`config.mk`:
```
export PLATFORM = sky130hd
export DESIGN_NAME = riscv_core
export DESIGN_NICKNAME = d
export VERILOG_FILES = /design/src/riscv_pkg.sv /design/src/alu.sv /design/src/extend.sv /design/src/regfile.sv /design/src/datapath.sv /design/src/control_unit.sv /design/src/riscv_core.sv
export SDC_FILE = /design/constraint.sdc
export NUM_CORES = 2
export LEC_CHECK = 0
export BUFFER_PORTS_ARGS = -buffer_cell sky130_fd_sc_hd__buf_4
export CORE_ASPECT_RATIO = 0.9
export CORE_MARGIN = 10
export CORE_UTILIZATION = 55
export DETAILED_ROUTE_END_ITERATION = 10
export PLACE_DENSITY = 0.76
export SYNTH_ARGS = -nofsm -noshare
export SYNTH_HDL_FRONTEND = slang
export SYNTH_HIERARCHICAL = 1
export SYNTH_SLANG_ARGS = --single-unit
```
`constraint.sdc`:
```
create_clock -name clk -period 8.69 [get_ports clk]
set_clock_uncertainty 0.1 [all_clocks]
set_input_delay 1.3035 -clock clk [delete_from_list [all_inputs] [get_ports clk]]
set_output_delay 1.3035 -clock clk [all_outputs]
set_load 0.05 [all_outputs]
```
`src/riscv_pkg.sv`:
```
package riscv_pkg;

    // immediate formats understood by the extender.
    typedef enum logic [2:0] {
        imm_i = 3'd0,             // loads, alu immediates, jalr.
        imm_s = 3'd1,             // stores.
        imm_b = 3'd2,             // conditional branches.
        imm_j = 3'd3,             // jal.
        imm_u = 3'd4              // lui.
    } imm_src_e;

    // alu operations.
    typedef enum logic [3:0] {
        alu_add    = 4'd0,
        alu_sub    = 4'd1,
        alu_and    = 4'd2,
        alu_or     = 4'd3,
        alu_xor    = 4'd4,
        alu_slt    = 4'd5,        // signed compare.
        alu_sll    = 4'd6,
        alu_srl    = 4'd7,
        alu_pass_b = 4'd8         // operand b straight through.
    } alu_op_e;

    // alu operand sources, shared by both operand muxes.
    typedef enum logic [1:0] {
        alu_src_reg_1   = 2'd0,
        alu_src_reg_2   = 2'd1,
        alu_src_ext_imm = 2'd2,
        alu_src_pc      = 2'd3
    } alu_src_e;

    // register write-back sources.
    typedef enum logic [1:0] {
        res_src_alu_out   = 2'd0,
        res_src_pc_plus_4 = 2'd1, // link value for jumps.
        res_src_ext_imm   = 2'd2,
        res_src_mem       = 2'd3
    } res_src_e;

    // next pc sources.
    typedef enum logic [1:0] {
        pc_src_plus_4       = 2'd0,
        pc_src_plus_off     = 2'd1, // taken branch and jal.
        pc_src_reg_plus_off = 2'd2  // jalr.
    } pc_src_e;

    typedef struct packed {
        logic zero;               // a - b is zero.
        logic negative;           // sign of a - b.
        logic carry;              // no unsigned borrow.
        logic overflow;           // signed overflow of a - b.
    } alu_flags_t;

    typedef struct packed {
        logic     reg_we;
        logic     mem_we;
        imm_src_e imm_src;
        alu_op_e  alu_ctrl;
        alu_src_e alu_src_a;
        alu_src_e alu_src_b;
        res_src_e result_src;
        pc_src_e  pc_src;
    } ctrl_t;

    // major opcodes, instr[6:0].
    localparam logic [6:0] op_load   = 7'b0000011;
    localparam logic [6:0] op_store  = 7'b0100011;
    localparam logic [6:0] op_imm    = 7'b0010011;
    localparam logic [6:0] op_reg    = 7'b0110011;
    localparam logic [6:0] op_branch = 7'b1100011;
    localparam logic [6:0] op_jal    = 7'b1101111;
    localparam logic [6:0] op_jalr   = 7'b1100111;
    localparam logic [6:0] op_lui    = 7'b0110111;

endpackage

```
`src/alu.sv`:
```
module alu import riscv_pkg::*; (
    input  logic [31:0] a,
    input  logic [31:0] b,
    input  alu_op_e     alu_ctrl,
    output logic [31:0] result,
    output alu_flags_t  flags
);

    logic [32:0] diff;        // a - b with borrow in bit 32.
    logic [4:0]  shamt;       // shift amount.
    logic        lt_signed;   // a < b, signed.

    assign diff      = {1'b0, a} - {1'b0, b};
    assign shamt     = b[4:0];
    assign lt_signed = $signed(a) < $signed(b);

    always_comb begin
        case (alu_ctrl)
            alu_add:    result = a + b;
            alu_sub:    result = diff[31:0];
            alu_and:    result = a & b;
            alu_or:     result = a | b;
            alu_xor:    result = a ^ b;
            alu_slt:    result = {31'd0, lt_signed};
            alu_sll:    result = a << shamt;
            alu_srl:    result = a >> shamt;
            alu_pass_b: result = b;
            default:    result = 32'hffffffff; // undefined op.
        endcase
    end

    // flags always describe a - b, so a branch only needs to pick sub
    // and look at the flags.
    assign flags.zero     = (diff[31:0] == 32'd0);
    assign flags.negative = diff[31];
    assign flags.carry    = ~diff[32];                    // borrow inverted.
    assign flags.overflow = (a[31] ^ b[31]) & (a[31] ^ diff[31]); // signs differ, sign flips.

endmodule

```
`src/extend.sv`:
```
module extend import riscv_pkg::*; (
    input  logic [31:0] instr,
    input  imm_src_e    imm_src,
    output logic [31:0] ext_imm
);

    logic sign;               // instr[31] is the sign for every format.

    assign sign = instr[31];

    always_comb begin
        case (imm_src)
            imm_i:   ext_imm = {{20{sign}}, instr[31:20]};
            imm_s:   ext_imm = {{20{sign}}, instr[31:25], instr[11:7]};
            imm_b:   ext_imm = {{19{sign}}, sign, instr[7], instr[30:25],
                                instr[11:8], 1'b0};  // halfword offset.
            imm_j:   ext_imm = {{11{sign}}, sign, instr[19:12], instr[20],
                                instr[30:21], 1'b0}; // halfword offset.
            imm_u:   ext_imm = {instr[31:12], 12'd0}; // upper 20 bits.
            default: ext_imm = 32'hffffffff;
        endcase
    end

endmodule

```
`src/regfile.sv`:
```
module regfile (
    input  logic        clk,
    input  logic [4:0]  rs1,
    input  logic [4:0]  rs2,
    input  logic [4:0]  rd,
    input  logic [31:0] wr_data,
    input  logic        we,
    output logic [31:0] rd1,
    output logic [31:0] rd2
);

    logic [31:0] regs [31:1]; // x0 has no storage.

    always_ff @(posedge clk) begin
        if (we && (rd != 5'd0)) begin // writes to x0 are dropped.
            regs[rd] <= wr_data;
        end
    end

    // reads are combinational, x0 reads as zero.
    assign rd1 = (rs1 == 5'd0) ? 32'd0 : regs[rs1];
    assign rd2 = (rs2 == 5'd0) ? 32'd0 : regs[rs2];

endmodule

```
`src/datapath.sv`:
```
module datapath import riscv_pkg::*; #(
    parameter logic [31:0] reset_pc = 32'h0000_0000
) (
    input  logic        clk,
    input  logic        rst,
    input  logic [31:0] instr,
    input  logic [31:0] read_data,
    input  ctrl_t       ctrl,
    output logic [31:0] pc,
    output logic [31:0] alu_out,
    output alu_flags_t  alu_flags,
    output logic [31:0] write_data
);

    logic [31:0] pc_next;
    logic [31:0] pc_plus_4;
    logic [31:0] pc_plus_off;
    logic [31:0] pc_reg_plus_off;
    logic [31:0] ext_imm;
    logic [31:0] reg_rd1;
    logic [31:0] reg_rd2;
    logic [31:0] reg_wr_data;
    logic [31:0] alu_op_a;
    logic [31:0] alu_op_b;

    // next pc candidates.
    assign pc_plus_4       = pc + 32'd4;
    assign pc_plus_off     = pc + ext_imm;
    assign pc_reg_plus_off = (reg_rd1 + ext_imm) & ~32'd1; // jalr clears bit 0.

    always_comb begin
        case (ctrl.pc_src)
            pc_src_plus_4:       pc_next = pc_plus_4;
            pc_src_plus_off:     pc_next = pc_plus_off;
            pc_src_reg_plus_off: pc_next = pc_reg_plus_off;
            default:             pc_next = 32'hffffffff;
        endcase
    end

    always_ff @(posedge clk) begin
        if (rst) begin
            pc <= reset_pc;       // held here for the whole reset.
        end else begin
            pc <= pc_next;
        end
    end

    // write-back select.
    always_comb begin
        case (ctrl.result_src)
            res_src_alu_out:   reg_wr_data = alu_out;
            res_src_pc_plus_4: reg_wr_data = pc_plus_4;
            res_src_ext_imm:   reg_wr_data = ext_imm;
            res_src_mem:       reg_wr_data = read_data;
            default:           reg_wr_data = 32'hffffffff;
        endcase
    end

    regfile u_regfile (
        .clk     (clk),
        .rs1     (instr[19:15]),
        .rs2     (instr[24:20]),
        .rd      (instr[11:7]),
        .wr_data (reg_wr_data),
        .we      (ctrl.reg_we),
        .rd1     (reg_rd1),
        .rd2     (reg_rd2)
    );

    assign write_data = reg_rd2; // stores always take rs2.

    extend u_extend (
        .instr   (instr),
        .imm_src (ctrl.imm_src),
        .ext_imm (ext_imm)
    );

    // operand a select.
    always_comb begin
        case (ctrl.alu_src_a)
            alu_src_reg_1:   alu_op_a = reg_rd1;
            alu_src_reg_2:   alu_op_a = reg_rd2;
            alu_src_ext_imm: alu_op_a = ext_imm;
            alu_src_pc:      alu_op_a = pc;
            default:         alu_op_a = 32'hffffffff;
        endcase
    end

    // operand b select.
    always_comb begin
        case (ctrl.alu_src_b)
            alu_src_reg_1:   alu_op_b = reg_rd1;
            alu_src_reg_2:   alu_op_b = reg_rd2;
            alu_src_ext_imm: alu_op_b = ext_imm;
            alu_src_pc:      alu_op_b = pc;
            default:         alu_op_b = 32'hffffffff;
        endcase
    end

    alu u_alu (
        .a        (alu_op_a),
        .b        (alu_op_b),
        .alu_ctrl (ctrl.alu_ctrl),
        .result   (alu_out),
        .flags    (alu_flags)
    );

endmodule

```
`src/control_unit.sv`:
```
module control_unit import riscv_pkg::*; (
    input  logic        rst,
    input  logic [31:0] instr,
    input  alu_flags_t  alu_flags,
    output ctrl_t       ctrl
);

    logic [6:0] opcode;
    logic [2:0] funct3;
    logic       funct7_5;     // selects sub among r-type adds.
    logic       taken;        // branch condition met.
    alu_op_e    arith_op;     // shared op for op_imm and op_reg.

    assign opcode   = instr[6:0];
    assign funct3   = instr[14:12];
    assign funct7_5 = instr[30];

    // branch resolution from the a - b flags.
    always_comb begin
        case (funct3)
            3'b000:  taken = alu_flags.zero;                         // beq.
            3'b001:  taken = ~alu_flags.zero;                        // bne.
            3'b100:  taken = alu_flags.negative ^ alu_flags.overflow; // blt.
            default: taken = 1'b0;                                   // not supported.
        endcase
    end

    // funct3 decode; sub only exists in register form.
    always_comb begin
        case (funct3)
            3'b000:  arith_op = (opcode == op_reg && funct7_5) ? alu_sub : alu_add;
            3'b001:  arith_op = alu_sll;
            3'b010:  arith_op = alu_slt;
            3'b100:  arith_op = alu_xor;
            3'b101:  arith_op = alu_srl;
            3'b110:  arith_op = alu_or;
            3'b111:  arith_op = alu_and;
            default: arith_op = alu_add;
        endcase
    end

    always_comb begin
        // defaults give a no-op that steps the pc.
        ctrl.reg_we     = 1'b0;
        ctrl.mem_we     = 1'b0;
        ctrl.imm_src    = imm_i;
        ctrl.alu_ctrl   = alu_add;
        ctrl.alu_src_a  = alu_src_reg_1;
        ctrl.alu_src_b  = alu_src_ext_imm;
        ctrl.result_src = res_src_alu_out;
        ctrl.pc_src     = pc_src_plus_4;

        case (opcode)
            op_load: begin
                ctrl.reg_we     = 1'b1;       // rs1 + imm addresses memory.
                ctrl.result_src = res_src_mem;
            end
            op_store: begin
                ctrl.mem_we  = 1'b1;
                ctrl.imm_src = imm_s;
            end
            op_imm: begin
                ctrl.reg_we   = 1'b1;
                ctrl.alu_ctrl = arith_op;
            end
            op_reg: begin
                ctrl.reg_we    = 1'b1;
                ctrl.alu_ctrl  = arith_op;
                ctrl.alu_src_b = alu_src_reg_2;
            end
            op_branch: begin
                ctrl.imm_src   = imm_b;
                ctrl.alu_ctrl  = alu_sub;     // compare rs1 with rs2.
                ctrl.alu_src_b = alu_src_reg_2;
                ctrl.pc_src    = taken ? pc_src_plus_off : pc_src_plus_4;
            end
            op_jal: begin
                ctrl.reg_we     = 1'b1;
                ctrl.imm_src    = imm_j;
                ctrl.result_src = res_src_pc_plus_4; // link.
                ctrl.pc_src     = pc_src_plus_off;
            end
            op_jalr: begin
                ctrl.reg_we     = 1'b1;
                ctrl.result_src = res_src_pc_plus_4; // link.
                ctrl.pc_src     = pc_src_reg_plus_off;
            end
            op_lui: begin
                ctrl.reg_we    = 1'b1;
                ctrl.imm_src   = imm_u;
                ctrl.alu_ctrl  = alu_pass_b;  // immediate through the alu.
            end
            default: begin
                ctrl.pc_src = pc_src_plus_4;  // unknown opcode, skip it.
            end
        endcase

        if (rst) begin
            ctrl.reg_we = 1'b0;       // no writes while in reset.
            ctrl.mem_we = 1'b0;
        end
    end

endmodule

```
`src/riscv_core.sv`:
```
module riscv_core import riscv_pkg::*; #(
    parameter logic [31:0] reset_pc = 32'h0000_0000
) (
    input  logic        clk,
    input  logic        rst,
    output logic [31:0] pc,
    input  logic [31:0] instr,
    output logic [31:0] mem_addr,
    output logic [31:0] write_data,
    output logic        mem_we,
    input  logic [31:0] read_data
);

    ctrl_t      ctrl;         // decoded controls for this instruction.
    alu_flags_t alu_flags;    // a - b flags for branches.

    assign mem_we = ctrl.mem_we;

    control_unit u_control_unit (
        .rst       (rst),
        .instr     (instr),
        .alu_flags (alu_flags),
        .ctrl      (ctrl)
    );

    datapath #(
        .reset_pc (reset_pc)
    ) u_datapath (
        .clk        (clk),
        .rst        (rst),
        .instr      (instr),
        .read_data  (read_data),
        .ctrl       (ctrl),
        .pc         (pc),
        .alu_out    (mem_addr),   // alu result is the data address.
        .alu_flags  (alu_flags),
        .write_data (write_data)
    );

endmodule

```
==> flow_summary.ini <==
[placed_design]
place_inst = 7054
post_dp_cell_area_um2 = 72100
detailedPlace.worstSlack_ps = -1180
finalWeightedCongestion = 1.09
numPortBuffers = 162
detailed_place_hpwl_um = 194000

[finish]
layoutNonFillerInstCount = 7283
fin_util_pct = 66.7
fin_nets = 5920
area_delta_synth_final_pct = 20.7
fin_area_um2 = 76500
fillerInstances = 8075
layout_commonest_cell = edfxtp_1
layout-drive-gt1-share_pct = 32.2
layout_common_cells = 992 x edfxtp_1, 962 x buf_4, 437 x mux4_2

[routing]
wirelength_um = 276000
drt_first_iter_violations = 9707
wl_per_cell_um = 37.9
drt-pass1-iter-count = 7
num_vias = 54200
per_cell_via_count_in_the_routed_design = 7.44
met3_length_um = 40000
met2_length_um = 119000
maxUsedRoutingLayer = met5
final_antenna_net_count = 0
routedLengthMet1_um = 93300
drc_errors = 0

[synth]
synth_warnings = 6
synthesis.instances = 4914
avgSynthCellArea_um2 = 12.9
synthesis.area_um2 = 63400

[power_and_ir_drop]
powerDensity_nw_per_um2 = 192
vdd.ir_drop.worst_mv = 0.225
total_leakage_power_nw = 28.3

[setup_path]
reg2regPathDepth = 30
required_time_at_the_worst_slack_endpoint_ps = 7290
critPathMaxFanout = 10
critPathArrivalTime_ps = 7240
critical_path_source_type = primary input
worst-setup-path-type = primary input to output pin
timing.critical_path.to_type = output pin

[sta]
tightestPinTransition_ps = 1460
finalWorstSetupSlack_ps = 50.0
max_clock_freq_mhz = 116
rsz_0062_raised_after_global_routing = yes
min_period_ps = 8640
maxSlewHeadroom_pct = 2.22
final-setup-viol-count = 0
post-route-period-util_pct = 99.4
report.final.slew_viol_count = 0
setup_total_negative_slack_ps = 0
final_hold_viol_count = 0

[clock_tree]
worst_setup_hold_path_clk_slew_ps = 70
clock_tree.htree_level_count = 3
insertion_delay_ps = 730
clockRootBuffer = clkbuf_16
clock-sinks = 1024
ctsLongestPathBuffers = 3
tritoncts.num_buffers = 101
tritoncts = done

[grt]
grt_first_pass_wirelength_um = 384000
grt_usage_pct = 41.5
global_route.overflow_total = 0
antenna_found_initial = 21
maximum_number_of_pins_on_one_net_before_global_route_repair = 64
first_global_vias = 52000

[floorplan]
die_height_um = 342
fp.dieArea_um2 = 129000
floorplan.core_area_um2 = 115000
floorplan.initialDensity_pct = 55.2
die_w_um = 378
pin_count = 163
floorplan.rows = 118

[min_path]
worstHoldPathCells = 3
worstHoldPathType = register to register

[job]
drv.max_cap_violation_count = 0

[status]
status = complete, no violations
==> final timing paths <==
path	slack (ps)	from	endpoint
max	50	instr[15]	mem_addr[28]
min	670	u_datapath/pc[0]	u_datapath/pc[0]
max reg2reg	630	u_datapath/u_regfile/regs[16][3]	u_datapath/pc[29]
min reg2reg	670	u_datapath/pc[0]	u_datapath/pc[0]
==> sequential cells by signal (all words and copies together) (netlist names) <==
signal / flops
u_datapath/pc: 32
u_datapath/u_regfile/regs: 992
==> metrics by stage <==
stage	hold slack, ps	total power [mW]
global route	661	15.0
CTS	644	14.5
detailed placement	635	10.0
finish	669	14.7
global placement	655	10.0
floorplan	605	8.08
==> critical path: stages <==
cell	delay [ps]
buf_16	140
buf_12	160
buf_4	140
bufbuf_16	300
buf_4	160
mux4_2	500
mux2i_1	170
nand2_1	90
a311o_2	490
mux4_2	590
inv_1	180
ha_4	220
o31ai_2	140
buf_4	180
o41a_4	500
a31o_1	210
or2_1	260
a311o_1	350
a211o_1	330
buf_4	160
o221a_4	270
o21ai_4	180
buf_6	180
==> per-layer routing <==
| layer | up-vias | GRT usage [%] |
|---|---|---|
| met2 | 5096 | 61.3 |
| met5 | - | 0 |
| met3 | 1189 | 13.2 |
| met4 | 20 | 27.3 |
| met1 | 26700 | 52.5 |
| li1 | 21200 | - |
==> repair_timing <==
action / 4_1_cts / 5_1_grt
setup buffers: 14 / 17
endpoints found under the setup margin: 40 / 44
resized for setup: 28 / 92
hold buffers: 0 / 0
pin swaps: 10 / 26
gates cloned: 3 / 1
==> power by group <==
group	switching, mW	internal [mW]	leakage (nW)	total (mW)
Sequential	0.0123	5.84	9.18	5.85
Clock	1.99	2.52	1.64	4.51
Combinational	2.76	1.59	17.5	4.35
Total	4.76	9.95	28.3	14.7
==> cell type report <==
| cell class | count | area (um2) | share of cell area, % |
|---|---|---|---|
| multi-input cells | 3395 | 31500 | 41.2 |
| flip-flops and latches | 1024 | 30400 | 39.8 |
| repair buffers | 1046 | 8820 | 11.5 |
| clock buffers | 116 | 2580 | 3.38 |
| well taps | 1500 | 1880 | 2.45 |
| clock inverters | 71 | 786 | 1.03 |
| inverters | 123 | 464 | 0.607 |
| diodes | 8 | 20.0 | 0.0262 |
Note: power is estimated with default switching activity, not from simulation.
